### src/hdl/config_pkg.sv
// package with the data memory size, byte address width and data width
package config_pkg;

  // the effective address wraps modulo this memory size in bytes
  localparam int unsigned mem_size = 4096;

  // byte address width into the data memory
  localparam int unsigned mem_addr_width = $clog2(mem_size);

  // width of register values, base and load/store data
  localparam int unsigned xlen = 32;

endpackage

### src/hdl/mem_pkg.sv
// package with width and fault enums, load/store opcodes, funct3 codes and the instruction union
package mem_pkg;

  // size of a single memory access
  typedef enum logic [1:0] {
    byte_access     = 2'd0,
    halfword_access = 2'd1,
    word_access     = 2'd2
  } mem_width_t;

  // reason for the fault that is held in the response stage
  typedef enum logic [1:0] {
    fault_none             = 2'd0,
    fault_load_misaligned  = 2'd1,
    fault_store_misaligned = 2'd2,
    fault_illegal          = 2'd3
  } fault_cause_t;

  localparam logic [6:0] opcode_load  = 7'b0000011;
  localparam logic [6:0] opcode_store = 7'b0100011;

  // the signed funct3 codes are shared by loads and stores
  localparam logic [2:0] funct3_b  = 3'b000;
  localparam logic [2:0] funct3_h  = 3'b001;
  localparam logic [2:0] funct3_w  = 3'b010;
  localparam logic [2:0] funct3_bu = 3'b100;
  localparam logic [2:0] funct3_hu = 3'b101;

  // one instruction word that is read as I-type for loads and as S-type for stores
  typedef union packed {
    struct packed {
      logic [11:0] imm;
      logic [4:0]  rs1;
      logic [2:0]  funct3;
      logic [4:0]  rd;
      logic [6:0]  opcode;
    } i_form;
    struct packed {
      logic [6:0]  imm_hi;
      logic [4:0]  rs2;
      logic [4:0]  rs1;
      logic [2:0]  funct3;
      logic [4:0]  imm_lo;
      logic [6:0]  opcode;
    } s_form;
  } ls_instr_t;

endpackage

### src/hdl/lsu_request.sv
// module for load/store decode, immediate select and effective address generation
`timescale 1ns/100ps

module lsu_request (
  input  logic                        instr_valid,
  input  mem_pkg::ls_instr_t          instr,
  input  logic [config_pkg::xlen-1:0] base,
  output logic                        write_enable,
  output mem_pkg::mem_width_t         width,
  output logic                        sign_extend,
  output logic [config_pkg::xlen-1:0] eff_addr,
  output logic                        is_load,
  output logic                        is_store,
  output logic                        illegal
);

  logic        load_op;
  logic        store_op;
  logic        load_f3_ok;
  logic        store_f3_ok;
  logic [11:0] imm;

  // opcode and funct3 sit at the same bits in both layouts
  assign load_op  = (instr.i_form.opcode == mem_pkg::opcode_load);
  assign store_op = (instr.s_form.opcode == mem_pkg::opcode_store);

  always_comb begin
    width       = mem_pkg::byte_access;
    sign_extend = 1'b0;
    load_f3_ok  = 1'b1;
    case (instr.i_form.funct3)
      mem_pkg::funct3_b: begin
        width       = mem_pkg::byte_access;
        sign_extend = 1'b1;
      end
      mem_pkg::funct3_h: begin
        width       = mem_pkg::halfword_access;
        sign_extend = 1'b1;
      end
      mem_pkg::funct3_w: begin
        width       = mem_pkg::word_access;
        sign_extend = 1'b1;
      end
      mem_pkg::funct3_bu: width = mem_pkg::byte_access;
      mem_pkg::funct3_hu: width = mem_pkg::halfword_access;
      default: load_f3_ok = 1'b0;
    endcase
  end

  // bit 2 set is an unsigned load code that stores do not have
  assign store_f3_ok = load_f3_ok && !instr.s_form.funct3[2];

  // S-type splits the immediate around rs2 and rs1
  assign imm = load_op ? instr.i_form.imm : {instr.s_form.imm_hi, instr.s_form.imm_lo};

  assign eff_addr = base + {{(config_pkg::xlen - 12){imm[11]}}, imm};

  assign is_load  = instr_valid && load_op && load_f3_ok;
  assign is_store = instr_valid && store_op && store_f3_ok;

  // anything valid that is neither a legal load nor a legal store
  assign illegal = instr_valid && !is_load && !is_store;

  assign write_enable = is_store; // illegal words never reach the memory

endmodule

### config.mk
export PLATFORM = sky130hd
export DESIGN_NAME = lsu_request
export DESIGN_NICKNAME = d
export VERILOG_FILES = /design/src/hdl/config_pkg.sv /design/src/hdl/mem_pkg.sv /design/src/hdl/lsu_request.sv
export SDC_FILE = /design/constraint.sdc
export NUM_CORES = 1
export LEC_CHECK = 0
export ABC_CLOCK_PERIOD_IN_PS = 9000
export BUFFER_PORTS_ARGS = -buffer_cell sky130_fd_sc_hd__buf_2
export CAP_MARGIN = 10
export CORE_AREA = 2 2 64 66
export DETAILED_ROUTE_END_ITERATION = 6
export DIE_AREA = 0 0 66 68
export PLACE_DENSITY = 0.94
export SYNTH_ARGS = -nofsm -noshare
export SYNTH_HDL_FRONTEND = slang
export SYNTH_SLANG_ARGS = --single-unit
### constraint.sdc
create_clock -name vclk -period 9
set_input_delay 1.8 -clock vclk [all_inputs]
set_output_delay 1.8 -clock vclk [all_outputs]
set_load 0.03 [all_outputs]
# Word level (Yosys, flattened, before mapping)
# Cells that the tools add are included.
# word_totals
register_bits,0
out_inout_bits,39
word_cells,25
# classes
add_sub_neg,1
eq_ne,6
mux,4
reduce_logical,14
# op_table
operator,count
adder 32 bit,1
equality test 7 x 2 -> 1 bit (second input constant),1
equality test 7 x 6 -> 1 bit (second input constant),1
logical AND 1 bit,7
equality test 3 bit (second input constant),2
two-way mux 5 bit,1
OR reduction 5 bit,1
case mux 2 bit (2 select lines),1
equality test 3 x 1 -> 1 bit (second input constant),1
equality test 3 x 2 -> 1 bit (second input constant),1
logical NOT 1 bit,3
logical NOT 3 bit,1
OR reduction 3 bit,1
two-way mux 1 bit,2
OR reduction 2 bit,1

# Longest topological paths before layout
# logic_depth
word_depth,7
depth_mapped,15
ltp_nobuf,14

# Least setup slack after synthesis
# No wires, ideal clock.
# synth_timing
path_kind,input to output
start,input instr[3] in the netlist's numbering
end,output eff_addr[28] in the netlist's numbering
arrival_time_ps,5129
slack_ps,2071
stages,15
path_cell_list,nor4_1 and3_1 nor2b_1 clkbuf_1 mux2_2 ha_1 inv_1 fa_1 nor2b_1 o21ai_0 a211oi_2 o311ai_2 a21oi_1 nor3_2 o311ai_1
# synth_between
elab_chain_len,3
# synth_rtl
element,line,rtl
start: declaration,lsu_request.sv:6,"input mem_pkg::ls_instr_t instr,"
equality test 7 x 2 -> 1 bit,lsu_request.sv:24,assign load_op = (instr.i_form.opcode == mem_pkg::opcode_load);
two-way mux 5 bit,lsu_request.sv:54,"assign imm = load_op ? instr.i_form.imm : {instr.s_form.imm_hi, instr.s_form.imm_lo};"
adder 32 bit,lsu_request.sv:56,"assign eff_addr = base + {{(config_pkg::xlen - 12){imm[11]}}, imm};"
end: declaration,lsu_request.sv:11,"output logic [config_pkg::xlen-1:0] eff_addr,"
# No other way between the ends.

# Final worst setup path
# Ends and elaborated chain as after synthesis.

==> results.json <==
{
  "cts-resized-gates": 0,
  "drv_cap": 0,
  "synth_xor_xnor_area_share_pct": 12.8,
  "placed_area_um2": 2420,
  "synth_fa_ha_area_share_pct": 21.2,
  "final_cell_area_um2": 2420,
  "synth_top_family_by_area": "compound AO/OA/AOI/OAI gates",
  "min-delay-path-class": "in -> out",
  "worstSetupPathType": "in -> out",
  "vias": 2295,
  "synth_compound_gate_area_share_pct": 33.2,
  "power_mw": 0.248,
  "synth_mux_area_share_pct": 3.52,
  "tightestPinTransition_ns": 0.473,
  "maxSlewViolCount": 0,
  "cp_data_arrival_time_ns": 5.36,
  "wl_per_cell_um": 13.0,
  "grtUsageTotal_pct": 22.2,
  "drt_iter0_markers": 132,
  "crit_slowest_cell": "nor2b_1",
  "hold_viol_final": 0,
  "grt_pass1_wl_mm": 8.38,
  "top_usage_layer": "met2",
  "n_antenna_cell": 0,
  "finalWirelength_mm": 5.17,
  "synth_cell_types": 48,
  "worst_setup_path_start_kind": "primary input",
  "post-place-ws_ns": 1.93,
  "grt_max_degree": 22,
  "synth_area_um2": 1920,
  "power_frac_seq_pct": 0,
  "area_growth_syn_to_layout_pct": 25.9,
  "die-area_um2": 4490,
  "dpl.hpwl_mm": 4.38,
  "port-buffer-count": 99,
  "rsz0062_at_grt": "no",
  "gp_routability_congestion": 0.847,
  "outcome": "complete, no violations",
  "fp.dieW_um": 66,
  "yosys.area_share.simple_pct": 25.0,
  "cp_top_family": "compound AO/OA/AOI/OAI gates",
  "via_per_inst": 5.77,
  "syn_inst": 264,
  "dp_cells": 398,
  "layout-drive-gt1-share_pct": 32.8,
  "fin_ws_ns": 1.84,
  "fin_cells": 398,
  "die_height_um": 68,
  "fp-row-count": 23,
  "fin_hold_ws_ns": 3.91,
  "path_buf_inv": 3,
  "nets": 447,
  "use_met3_pct": 0.493,
  "worstPathCellList": "buf_2 -> nor4_1 -> and3_1 -> nor2b_1 -> mux2_2 -> ha_1 -> inv_1 -> fa_1 -> nor2b_1 -> o21ai_0 -> a211oi_2 -> o311ai_2 -> a21oi_1 -> nor3_2 -> o311ai_1 -> buf_2",
  "pwr-share-clk_pct": 0,
  "ios": 104,
  "first_pass_iters": 4,
  "fin_util_pct": 62.7,
  "worstPathMaxFanout": 6,
  "nClkBuffers": 0,
  "final_antenna_net_count": 0,
  "p_comb_share_pct": 100.0,
  "setup.worst_path.end_class": "output port",
  "power.internal_mw": 0.0899,
  "power_leakage_nw": 1.30,
  "met1_usage_pct": 27.5,
  "holdBufCountCts": 0,
  "required_ns": 7.20,
  "drcViolationCount": 0,
  "ir_drop_mv": 0.0594,
  "p_sw_share_pct": 63.8,
  "syn_area_per_cell_um2": 7.27,
  "p_per_area_nw_per_um2": 103,
  "synthesis.nets": 361,
  "core-area_um2": 3860,
  "relSlewSlack_pct": 68.5,
  "switchingPower_mw": 0.159,
  "finalCriticalPeriod_ns": 7.16,
  "synth_seq_area_share_pct": 0,
  "max_stage_delay_ns": 0.40,
  "setup_viol_count_final": 0,
  "ys_warn_count": 0,
  "grt.overflow.total": 0,
  "post-cts-setup-buffers": 0,
  "initial_utilization_pct": 49.8,
  "grt_pass1_vias": 2125,
  "min_period_over_period_pct": 79.5,
  "ff_latch_area_um2": 0,
  "fmax_ghz": 0.140,
  "grt_use_met2_pct": 43.7,
  "antenna_found_initial": 0,
  "seq_cells": 0,
  "fin_setup_tns_ns": 0
}
cells in the mapped netlist, drive strengths merged, types with 2 or more instances:
library cell  count  share of area, %
nand2b            4               1.3
clkbuf           14               2.7
xor2             11               5.0
a211oi            6               2.6
a31oi             4               1.3
mux2              6               3.5
o311ai            2               1.3
a31o              3               1.4
o21bai            3               1.2
a21o             19               7.4
nand2            15               2.9
and4              5               2.3
o21ai            14               3.6
a21oi            25               6.5
a211o             2              0.91
inv               6               1.2
nor3b             4               1.6
nor2             13               2.7
nand3b            2              0.78
xnor2            17               7.8
nand4             7               2.3
and3             12               3.9
nand3             7               1.8
and2              2              0.65
o21a              3               1.2
nor2b             6               2.0
ha               31                20
a221oi            4               2.1
nor3              5               2.1
cell usage in the layout, fill, tap and decap left out, types with 2 or more instances in the layout:
cell	instances
buf_2	99
ha_1	31
a21oi_1	25
a21o_1	19
xnor2_1	17
nand2_1	15
and3_1	12
nor2_1	12
xor2_1	11
o21ai_0	11
nand3_1	7
nand4_1	7
inv_1	6
nor2b_1	6
mux2_2	6
a211oi_1	5
and4_1	5
nor3b_1	4
a31oi_1	4
nand2b_1	4
nor3_1	3
o21ai_1	3
o21bai_1	3
a221oi_1	3
o21a_1	3
a31o_2	3
and2_1	2
nand3b_1	2
a211o_1	2
final cells by class:
class | instances | area (um^2)
well taps | 50 | 62.6
multi-input cells | 243 | 1840
fillers | 372 | 1440
repair buffers | 99 | 495
inverters | 6 | 22.5
path summary, 6_finish.rpt:
kind | start | endpoint | cells past startpoint
worst min-delay path | instr[14] | sign_extend | 3
worst max-delay path | instr[3] | eff_addr[28] | 16
cell families (layout without fill, tap and decap cells):
family | count (synthesis) | count (layout)
multiplexers | 6 | 6
buffers and inverters | 21 | 105
XOR/XNOR | 28 | 28
adder cells (fa/ha/maj) | 32 | 32
AND/OR/NAND/NOR | 84 | 84
AO/OA/AOI/OAI | 93 | 93
routing by layer:
metal | routed length, um | up-vias | part of all wire, %
li1 | - | 1177 | -
met1 | 2290 | 1039 | 44
met2 | 2560 | 75 | 50
met3 | 294 | 4 | 5.7
met4 | 26 | 0 | 0.50
met5 | 0 | - | 0
power by group through the flow:
stage          logic [mW]  registers [mW]  clock network, mW
2_1_floorplan       0.182               0                  0
3_3_place_gp        0.242               0                  0
3_5_place_dp        0.247               0                  0
4_1_cts             0.248               0                  0
5_1_grt             0.268               0                  0
6_report            0.248               0                  0
Power figures use the tool's default switching activity.
