File: src/hdl/config_pkg.sv
// package with the data memory size, byte address width and data width
package config_pkg;

  // the effective address wraps modulo this memory size in bytes
  localparam int unsigned mem_size = 4096;

  // byte address width into the data memory
  localparam int unsigned mem_addr_width = $clog2(mem_size);

  // width of register values, base and load/store data
  localparam int unsigned xlen = 32;

endpackage

File: src/hdl/mem_pkg.sv
// package with width and fault enums, load/store opcodes, funct3 codes and the instruction union
package mem_pkg;

  // size of a single memory access
  typedef enum logic [1:0] {
    byte_access     = 2'd0,
    halfword_access = 2'd1,
    word_access     = 2'd2
  } mem_width_t;

  // reason for the fault that is held in the response stage
  typedef enum logic [1:0] {
    fault_none             = 2'd0,
    fault_load_misaligned  = 2'd1,
    fault_store_misaligned = 2'd2,
    fault_illegal          = 2'd3
  } fault_cause_t;

  localparam logic [6:0] opcode_load  = 7'b0000011;
  localparam logic [6:0] opcode_store = 7'b0100011;

  // the signed funct3 codes are shared by loads and stores
  localparam logic [2:0] funct3_b  = 3'b000;
  localparam logic [2:0] funct3_h  = 3'b001;
  localparam logic [2:0] funct3_w  = 3'b010;
  localparam logic [2:0] funct3_bu = 3'b100;
  localparam logic [2:0] funct3_hu = 3'b101;

  // one instruction word that is read as I-type for loads and as S-type for stores
  typedef union packed {
    struct packed {
      logic [11:0] imm;
      logic [4:0]  rs1;
      logic [2:0]  funct3;
      logic [4:0]  rd;
      logic [6:0]  opcode;
    } i_form;
    struct packed {
      logic [6:0]  imm_hi;
      logic [4:0]  rs2;
      logic [4:0]  rs1;
      logic [2:0]  funct3;
      logic [4:0]  imm_lo;
      logic [6:0]  opcode;
    } s_form;
  } ls_instr_t;

endpackage

File: src/hdl/lsu_response.sv
// module with the load result register, its valid pulse and first-fault capture
`timescale 1ns/100ps

module lsu_response (
  input  logic                        clk,
  input  logic                        reset,
  input  logic                        is_load,
  input  logic                        is_store,
  input  logic                        illegal,
  input  logic                        alignment_error,
  input  logic [config_pkg::xlen-1:0] data_out,
  input  logic [config_pkg::xlen-1:0] eff_addr,
  input  logic                        fault_clear,
  output logic                        load_valid,
  output logic [config_pkg::xlen-1:0] load_data,
  output logic                        fault_valid,
  output mem_pkg::fault_cause_t       fault_cause,
  output logic [config_pkg::xlen-1:0] fault_addr
);

  mem_pkg::fault_cause_t new_cause;
  logic                  capture_fault;

  // alignment_error only means something for a legal access
  always_comb begin
    if (illegal) begin
      new_cause = mem_pkg::fault_illegal;
    end else if (is_load && alignment_error) begin
      new_cause = mem_pkg::fault_load_misaligned;
    end else if (is_store && alignment_error) begin
      new_cause = mem_pkg::fault_store_misaligned;
    end else begin
      new_cause = mem_pkg::fault_none;
    end
  end

  // a clear in the same cycle frees the slot for the new fault
  assign capture_fault = (new_cause != mem_pkg::fault_none) && (!fault_valid || fault_clear);

  always_ff @(posedge clk) begin
    if (reset) begin
      load_valid  <= 1'b0;
      fault_valid <= 1'b0;
      fault_cause <= mem_pkg::fault_none;
    end else begin
      load_valid <= is_load; // misaligned loads still return data
      if (capture_fault) begin
        fault_valid <= 1'b1;
        fault_cause <= new_cause;
      end else if (fault_clear) begin
        fault_valid <= 1'b0;
        fault_cause <= mem_pkg::fault_none;
      end
    end
  end

  always_ff @(posedge clk) begin
    if (is_load) begin
      load_data <= data_out; // held until the next load
    end
    if (capture_fault) begin
      fault_addr <= eff_addr;
    end
  end

endmodule

File: config.mk
export PLATFORM = sky130hd
export DESIGN_NAME = lsu_response
export DESIGN_NICKNAME = d
export VERILOG_FILES = /design/src/hdl/config_pkg.sv /design/src/hdl/mem_pkg.sv /design/src/hdl/lsu_response.sv
export SDC_FILE = /design/constraint.sdc
export NUM_CORES = 1
export LEC_CHECK = 0
export BUFFER_PORTS_ARGS = -buffer_cell sky130_fd_sc_hd__buf_2
export CAP_MARGIN = 40
export CORE_UTILIZATION = 41
export CTS_CLUSTER_DIAMETER = 200
export DETAILED_ROUTE_END_ITERATION = 7
export PLACE_DENSITY = 0.76
export SLEW_MARGIN = 20
export SYNTH_ARGS = -nofsm -noshare
export SYNTH_HDL_FRONTEND = slang
export SYNTH_SLANG_ARGS = --single-unit
export TNS_END_PERCENT = 30
File: constraint.sdc
create_clock -name clk -period 2.8 [get_ports clk]
set_input_delay 0.42 -clock clk [delete_from_list [all_inputs] [get_ports clk]]
set_output_delay 0.42 -clock clk [all_outputs]
set_load 0.1 [all_outputs]
## Word level (Yosys, flattened, before mapping)

Cells that the tools add are included.

| storage, ports and cells | value |
|---|---|
| bits in registers | 68 |
| output and inout bits | 68 |
| word-level logic and storage cells | 19 |
| bits of input ports | 71 |

| operators by class | value |
|---|---|
| muxes and demuxes | 7 |
| reduce and logical (&&, ||, !) cells | 7 |

Operators by type and width:

| kind | number |
|---|---|
| $mux 2 | 5 |
| $reduce_bool 2->1 | 2 |
| $logic_and 1x1->1 | 3 |
| $mux 1 | 2 |
| $logic_not 1->1 | 1 |
| $logic_or 1x1->1 | 1 |

## Logic depth before layout (Yosys ltp)

Gate-level depths: netlist (run 1).

| depth | value |
|---|---|
| word-level depth | 7 |
| gate-level depth with buffers | 3 |
| depth with buffers taken out | 3 |

## Worst setup path before layout (run 1)

OpenSTA, ideal clock, no wires.

| timing path | value |
|---|---|
| kind | register -> register |
| start | register fault_valid |
| end | register fault_addr[0] (netlist name), enable pin |
| period minus slack after synthesis | 2.761 ns |
| setup slack | 0.039 ns |
| data arrival time | 2.340 ns |
| required time | 2.379 ns |
| cell stages (with the launch flop) | 3 |
| cells stage by stage | dfxtp_1 > nor2b_1 > nor2_1 |

| between the ends | value |
|---|---|
| word-level cells in the longest chain between the ends | 3 |

RTL lines:

| what | line | source |
|---|---|---|
| start, declared | lsu_response.sv:16 | `output logic fault_valid,` |
| start signal, assigned | lsu_response.sv:43 | `fault_valid <= 1'b0;` |
| start signal, assigned | lsu_response.sv:48 | `fault_valid <= 1'b1;` |
| start signal, assigned | lsu_response.sv:51 | `fault_valid <= 1'b0;` |
| $logic_not 1->1 | lsu_response.sv:38 | `assign capture_fault = (new_cause != mem_pkg::fault_none) && (!fault_valid \|\| fault_clear);` |
| $logic_or 1x1->1 | lsu_response.sv:38 |  |
| $logic_and 1x1->1 | lsu_response.sv:38 |  |
| net capture_fault | lsu_response.sv:22 | `logic capture_fault;` |
| end signal, assigned | lsu_response.sv:62 | `fault_addr <= eff_addr;` |
| end, declared | lsu_response.sv:18 | `output logic [config_pkg::xlen-1:0] fault_addr` |

The timed path passes the listed nets, and every way through them passes these cells.
A chain may end at the register's enable or synchronous reset.

## Worst setup path after layout (run 1)

| timing path | value |
|---|---|
| start | register fault_valid |
| end | output fault_valid |

No word-level cell between the ends.

==> results by group, run 1 <==
Timing
  • Setup violations, final: 0
  • Slew at the pin closest to its max-slew limit: 0.511 ns
  • Post-route clock period utilization: 55.5%
  • RSZ-0062 raised after global routing: no
  • Final hold violations: 0
  • Fin Hold WS: 0.269 ns
  • Maximum clock rate: 0.644 GHz
  • Post-layout min period: 1.55 ns
  • Normalized max-slew margin: 66.2%
  • Post-route setup slack: 1.25 ns
  • Setup Skew: 0.00697 ns
  • Post-Route Setup TNS: 0 ns
  • Max-slew violation count: 0

Cells and area
  • Layout Nets: 307
  • Post-Route Utilization: 64.0%
  • Fraction of layout cells with a size suffix above 1: 63.5%
  • Filler cell count in the final layout: 355
  • Area of the multi-input gates: 91.3 um2
  • P&R area growth vs syn: 46.6%
  • Diodes inserted: 0
  • FF+latch area: 2000 um2

Yosys
  • Library cell with the largest summed area after synthesis: sky130_fd_sc_hd__edfxtp_1
  • Most area-consuming cells after synthesis: sky130_fd_sc_hd__edfxtp_1, sky130_fd_sc_hd__dfxtp_1, sky130_fd_sc_hd__o32ai_1
  • Fraction of synthesized cell area taken by the top area cell type: 91.4%
  • Post-synth ARST share: 0%
  • Dominant cell by count in the synthesized netlist: sky130_fd_sc_hd__edfxtp_1
  • Total of warnings raised by yosys: 0
  • Distinct cells, synth: 12
  • Post-Synthesis Net Count: 156
  • Per-instance average area after synthesis: 24.7 um2
  • Number of enable-type register cells in the synthesized netlist: 64
  • Number of synthesized register bits: 68
  • Proportion of synthesized chip area in sequential cells: 95.2%
  • Top_reg_cell synth: sky130_fd_sc_hd__edfxtp_1
  • Cell count after synthesis: 85
  • Netlist Area Pre-Place: 2100 um2
  • Top cell types by occurrence after synthesis: sky130_fd_sc_hd__edfxtp_1, sky130_fd_sc_hd__dfxtp_1, sky130_fd_sc_hd__a21oi_1, sky130_fd_sc_hd__inv_1

Clock tree
  • Clock H-tree levels: 3
  • Insertion delay to the later sink of the worst-skew pair: 0.32 ns
  • Number of gates resized after cts: 0
  • Total clock buffers created by CTS: 9
  • Reg clk slew, reported paths: 0.07 ns
  • TritonCTS clock tree: yes
  • Clock root buffer master: sky130_fd_sc_hd__clkbuf_8
  • Buffer depth of the longest clock path: 2
  • Number of sinks on the clock net: 68
  • Post-CTS setup buffer count: 0
  • Hold buffer count at cts: 0

Floorplan
  • Row count: 25
  • Die width: 73.6 um
  • Initial core utilization: 43.6%
  • I/O Pins: 139
  • Die area: 5420 um2
  • Area of the core: 4820 um2
  • Floorplan die height: 73.6 um

Critical path
  • Critical setup path kind: flip-flop to primary output
  • Critical Path Max Stage Delay: 0.44 ns
  • Critical path peak fanout: 4
  • Crit path launch type: flip-flop
  • Buffers plus inverters on the worst setup path: 1
  • Cell depth of the worst flop-to-flop path: 3
  • Slowest stage cell, crit path: sky130_fd_sc_hd__buf_2
  • Depth of the critical timing path with buffers and inverters included: 1
  • Arrival time at the worst endpoint: 1.13 ns
  • Worst Setup End Kind: primary output
  • Cell Chain, Critical Path: buf_2
  • Req. time, crit path: 2.38 ns
  • Crit-path leading delay family: buffers and inverters

Route
  • Vias per cell: 4.34
  • DR WL/cell: 12.5 um
  • Detailed-routing iteration count for the pre-antenna-repair pass: 4
  • Final routed DRC violation total: 0
  • Post-route antenna net violation count: 0
  • Total Routed Length: 3.85 mm
  • Detailed router's first-iteration violation count: 38
  • Vias: 1338

Global route
  • Maximum number of pins on one net before global-route repair: 35
  • Number of antenna violations at the first check in global routing: 0
  • Vias in the first global route: 1322
  • GRT Total Usage: 14.7%
  • Total global routing overflow: 0
  • Global-route wire length before repair: 5.46 mm

Pwr
  • Power per unit of standard cell area: 871 nW/um2
  • Maximum resistive drop on vdd: 482 uV
  • Static leakage: 1.35 nW

Worst hold path
  • Worst hold stages: 1
  • Path class of the lowest-slack min-delay path: primary input to flip-flop

Placed design
  • IO Port Bufs: 138
  • Total half-perimeter wirelength after legalization and detailed placement: 2.94 mm
  • Placement-stage worst setup slack: 1.22 ns
  • Routability cong.: 0.695

Run
  • Number of maximum-capacitance constraint violations: 0

Run status
  • Run status: finished, final reports clean
==> registers in the layout, indices dropped and copies added (netlist names) <==
| register | flops |
|---|---|
| load_valid | 1 |
| fault_valid | 1 |
| fault_addr | 32 |
| fault_cause | 2 |
| load_data | 32 |
==> stage by stage <==
stage	area (um2)	instances	power, W
after floorplan	2100	85	0.00183
after global placement	2890	292	0.00196
after detailed placement	2890	292	0.00197
after CTS	3080	308	0.00271
after global routing	3080	308	0.00277
final	3080	308	0.00268
==> path summary, 6_finish.rpt <==
path | from | to | slack (ns)
min | data_out[10] | load_data[10]$_DFFE_PP_ | 0.27
min reg2reg | fault_cause[0]$_SDFFE_PP0P_ | fault_cause[0]$_SDFFE_PP0P_ | 0.48
max | fault_valid$_SDFFE_PP0P_ | fault_valid | 1.25
max reg2reg | fault_valid$_SDFFE_PP0P_ | fault_addr[26]$_DFFE_PP_ | 1.49
==> power by group <==
group,switching (W),internal (W)
combinational,0.000630,0.0000916
sequential,0.0000170,0.00120
clock,0.000306,0.000436
==> per-layer routing <==
| layer | global-route usage, % | routed length, um | vias up |
|---|---|---|---|
| li1 | - | - | 636 |
| met1 | 11.2 | 1250 | 583 |
| met2 | 24.1 | 1750 | 110 |
| met3 | 12.1 | 779 | 9 |
| met4 | 10.3 | 71 | 0 |
| met5 | 0 | 0 | - |
==> cell usage in the layout (no fill, tap or decap), drive strengths merged <==
cell and instances:
buf 140, edfxtp 64, clkbuf 14, dfxtp 4, a21oi 3, inv 3, nand2b 2, o32ai 2
nor2 2, nor2b 1, or2 1, and2b 1, a221o 1, a31oi 1, clkinv 1, bufinv 1
==> cells by family after synthesis <==
kind of cell | share of synthesized area (%)
compound gates | 2.32
buf+inv | 0.536
flops | 95.2
simple gates | 1.91
==> cell type report <==
type / instances / area share [%]
Clock buffer: 14 / 4.95
Clock inverter: 2 / 1.14
Inverter: 3 / 0.365
Multi-Input combinational cell: 14 / 2.96
Sequential cell: 68 / 65.0
Tap cell: 67 / 2.72
Timing Repair Buffer: 140 / 22.9
(Power assumes the default switching activity.)
==> run 2, diff against run 1 <==
ABC_AREA = 1   (was not set)
CORE_UTILIZATION = 37   (was 41)
PLACE_DENSITY = 0.72   (was 0.76)
clock period = 1.3 ns   (was 2.8 ns; I/O delays follow)
==> results by group, run 2 <==
Critical path
  • Critical Path Max Stage Delay: 0.42 ns (-0.02 ns)
  • Slowest stage cell, crit path: sky130_fd_sc_hd__buf_2
  • Worst Setup End Kind: primary output
  • Crit path from: load_data[1]$_DFFE_PP_
  • Req. time, crit path: 1.11 ns (-1.27 ns)
  • Critical setup path kind: flip-flop to primary output
  • Reg-to-Reg Start: fault_valid$_SDFFE_PP0P_
  • Cell Chain, Critical Path: buf_2
  • Crit-path leading delay family: buffers and inverters
  • Critical path peak fanout: 1 (-3)
  • Crit path launch type: flip-flop
  • Arrival time at the worst endpoint: 1.06 ns (-0.07 ns)
  • Buffers plus inverters on the worst setup path: 1 (unchanged)

Yosys
  • Top cell types by occurrence after synthesis: sky130_fd_sc_hd__edfxtp_1, sky130_fd_sc_hd__nand2_1, sky130_fd_sc_hd__dfxtp_1, sky130_fd_sc_hd__inv_1, sky130_fd_sc_hd__a21oi_1
  • Library cell with the largest summed area after synthesis: sky130_fd_sc_hd__edfxtp_1
  • Top_reg_cell synth: sky130_fd_sc_hd__edfxtp_1
  • Total of warnings raised by yosys: 0 (unchanged)
  • Post-Synthesis Net Count: 158 (+1.3%)
  • Distinct cells, synth: 10 (-2)
  • Most area-consuming cells after synthesis: sky130_fd_sc_hd__edfxtp_1, sky130_fd_sc_hd__dfxtp_1, sky130_fd_sc_hd__nand2_1
  • Number of synthesized register bits: 68 (unchanged)
  • Proportion of synthesized chip area in sequential cells: 95.7% (+0.46 points)
  • Per-instance average area after synthesis: 24.0 um2 (-2.8%)
  • Fraction of synthesized cell area taken by the top area cell type: 91.9% (+0.44 points)
  • Post-synth ARST share: 0% (unchanged)
  • Dominant cell by count in the synthesized netlist: sky130_fd_sc_hd__edfxtp_1
  • Netlist Area Pre-Place: 2090 um2 (-0.48%)
  • Cell count after synthesis: 87 (+2.4%)
  • Number of enable-type register cells in the synthesized netlist: 64 (unchanged)

Floorplan
  • Row count: 27 (+8.0%)
  • Die area: 5960 um2 (+10%)
  • Floorplan die height: 77.2 um (+4.9%)
  • Initial core utilization: 38.2% (-5.4 points)
  • Die width: 77.2 um (+4.9%)
  • I/O Pins: 139 (unchanged)
  • Area of the core: 5470 um2 (+14%)

Timing
  • Setup Skew: 0.00346 ns (-0.00350 ns)
  • Final hold violations: 0 (unchanged)
  • Setup violations, final: 0 (unchanged)
  • Maximum clock rate: 0.797 GHz
  • Slew at the pin closest to its max-slew limit: 0.498 ns (-0.0135 ns)
  • Normalized max-slew margin: 67.0% (+0.89 points)
  • Max-slew violation count: 0 (unchanged)
  • RSZ-0062 raised after global routing: no
  • Post-layout min period: 1.26 ns
  • Post-route clock period utilization: 96.6%
  • Post-route setup slack: 0.0445 ns (-1.20 ns)
  • Post-Route Setup TNS: 0 ns (unchanged)

Clock tree
  • Total clock buffers created by CTS: 9 (unchanged)
  • Buffer depth of the longest clock path: 2 (unchanged)
  • Insertion delay to the later sink of the worst-skew pair: 0.32 ns (about the same)
  • TritonCTS clock tree: yes
  • Clock root buffer master: sky130_fd_sc_hd__clkbuf_8
  • Reg clk slew, reported paths: 0.07 ns (about the same)
  • Number of sinks on the clock net: 68 (unchanged)
  • Clock H-tree levels: 3 (unchanged)
  • Post-CTS setup buffer count: 0 (unchanged)

Global route
  • GRT Total Usage: 14.2% (-0.49 points)
  • Total global routing overflow: 0 (unchanged)
  • Number of antenna violations at the first check in global routing: 0 (unchanged)
  • Vias in the first global route: 1287 (-2.6%)
  • Maximum number of pins on one net before global-route repair: 35 (unchanged)
  • Global-route wire length before repair: 5.95 mm (+9.1%)

Cells and area
  • Fraction of layout cells with a size suffix above 1: 65.0% (+1.5 points)
  • Filler cell count in the final layout: 447 (+26%)
  • Biggest registers after layout: fault_addr: 32 flops, load_data: 32 flops, fault_cause: 2 flops
  • Final Non-Filler Cells: 315 (+2.3%)
  • Commonest cells after routing, fill and taps aside: sky130_fd_sc_hd__buf_2, sky130_fd_sc_hd__edfxtp_1, sky130_fd_sc_hd__clkbuf_4, sky130_fd_sc_hd__buf_4, sky130_fd_sc_hd__clkbuf_8
  • Layout Nets: 309 (+0.65%)
  • Commonest non-fill, non-tap cell in the layout: sky130_fd_sc_hd__buf_2
  • FF+latch area: 2010 um2 (+0.19%)
  • Area of the multi-input gates: 85.1 um2 (-6.8%)
  • Final design instance area without fill: 3240 um2 (+5.2%)
  • P&R area growth vs syn: 55.0%
  • Post-Route Utilization: 59.3% (-4.7 points)
  • Diodes inserted: 0 (unchanged)

Route
  • Detailed-routing iteration count for the pre-antenna-repair pass: 4 (unchanged)
  • Total Routed Length: 3.97 mm (+3.1%)
  • Vias: 1337 (-0.075%)
  • Final routed DRC violation total: 0 (unchanged)
  • Post-route antenna net violation count: 0 (unchanged)
  • Detailed router's first-iteration violation count: 48 (+26%)
  • DR WL/cell: 12.6 um (+0.80%)
  • Vias per cell: 4.24 (-2.3%)

Placed design
  • Instance area after placement: 2920 um2 (+0.82%)
  • Placement-stage worst setup slack: 0.164 ns (-1.06 ns)
  • Post-placement cell count: 299 (+2.4%)
  • Routability cong.: 0.703 (+1.2%)
  • IO Port Bufs: 138 (unchanged)

Pwr
  • Power per unit of standard cell area: 1880 nW/um2 (+120%)
  • Maximum resistive drop on vdd: 947 uV (+96%)
  • Static leakage: 1.42 nW (+5.3%)

Worst hold path
  • Hold Crit Start: eff_addr[23]
  • Path class of the lowest-slack min-delay path: primary input to flip-flop

Run
  • Number of maximum-capacitance constraint violations: 0 (unchanged)

Run status
  • Run status: finished, final reports clean
-- run 2: final cells by class --
class                      instances  share of cell area [%]
multi-input combinational         15                    2.62
inverter                           4                   0.579
timing repair buffer             140                    25.8
clock buffer                       9                    3.82
tap                               72                    2.78
sequential                        68                    61.8
clock inverter                     7                    2.51
-- run 2: cell families after synthesis --
kind of cell    after synthesis  synth area share [%]
flops                        68                  95.7
simple gates                 11                  2.63
compound gates                4                 0.956
buf+inv                       4                 0.717
-- run 2: timing repair --
action	CTS	global route
endpoints found under the setup margin	10	38
cloned	0	0
endpoints found under the hold margin	0	0
gates resized for setup	10	38
hold buffers	0	0
-- run 2: power by group --
part,internal [W],switching [W]
Clock,0.00105,0.000700
Combinational,0.000267,0.00142
Sequential,0.00260,0.0000461
Total,0.00392,0.00216
-- run 2: path summary, 6_finish.rpt --
kind / cells past startpoint / endpoint / slack, ns
worst max-delay path: 1 / load_data[1] / 0.04
worst min-delay path: 1 / fault_addr[23]$_DFFE_PP_ / 0.04
worst max register to register: 4 / fault_addr[7]$_DFFE_PP_ / 0.22
worst min register to register: 2 / fault_cause[0]$_SDFFE_PP0P_ / 0.50
-- run 2: metal layers --
metal | vias up | global-route usage [%] | wire length, um
met2 | 102 | 21.6 | 1900
met3 | 2 | 9.29 | 597
li1 | 637 | - | -
met1 | 596 | 14.2 | 1440
met4 | 0 | 9.06 | 27
met5 | - | 0 | 0
-- run 2: worst reg2reg max path, cell delays in order (launching register included) --
cell                         delay (ns)
sky130_fd_sc_hd__dfxtp_4           0.35
sky130_fd_sc_hd__nand2_4           0.08
sky130_fd_sc_hd__nand2_4           0.07
sky130_fd_sc_hd__clkinvlp_4        0.08
sky130_fd_sc_hd__buf_12            0.19
-- run 2: metrics by stage --
stage / hold WS, ns / power [W]
after global placement: 0.371 / 0.00431
after floorplan: 0.254 / 0.00402
after detailed placement: 0.373 / 0.00432
after global routing: 0.0149 / 0.00630
after CTS: 0.0231 / 0.00609
final: 0.0432 / 0.00608
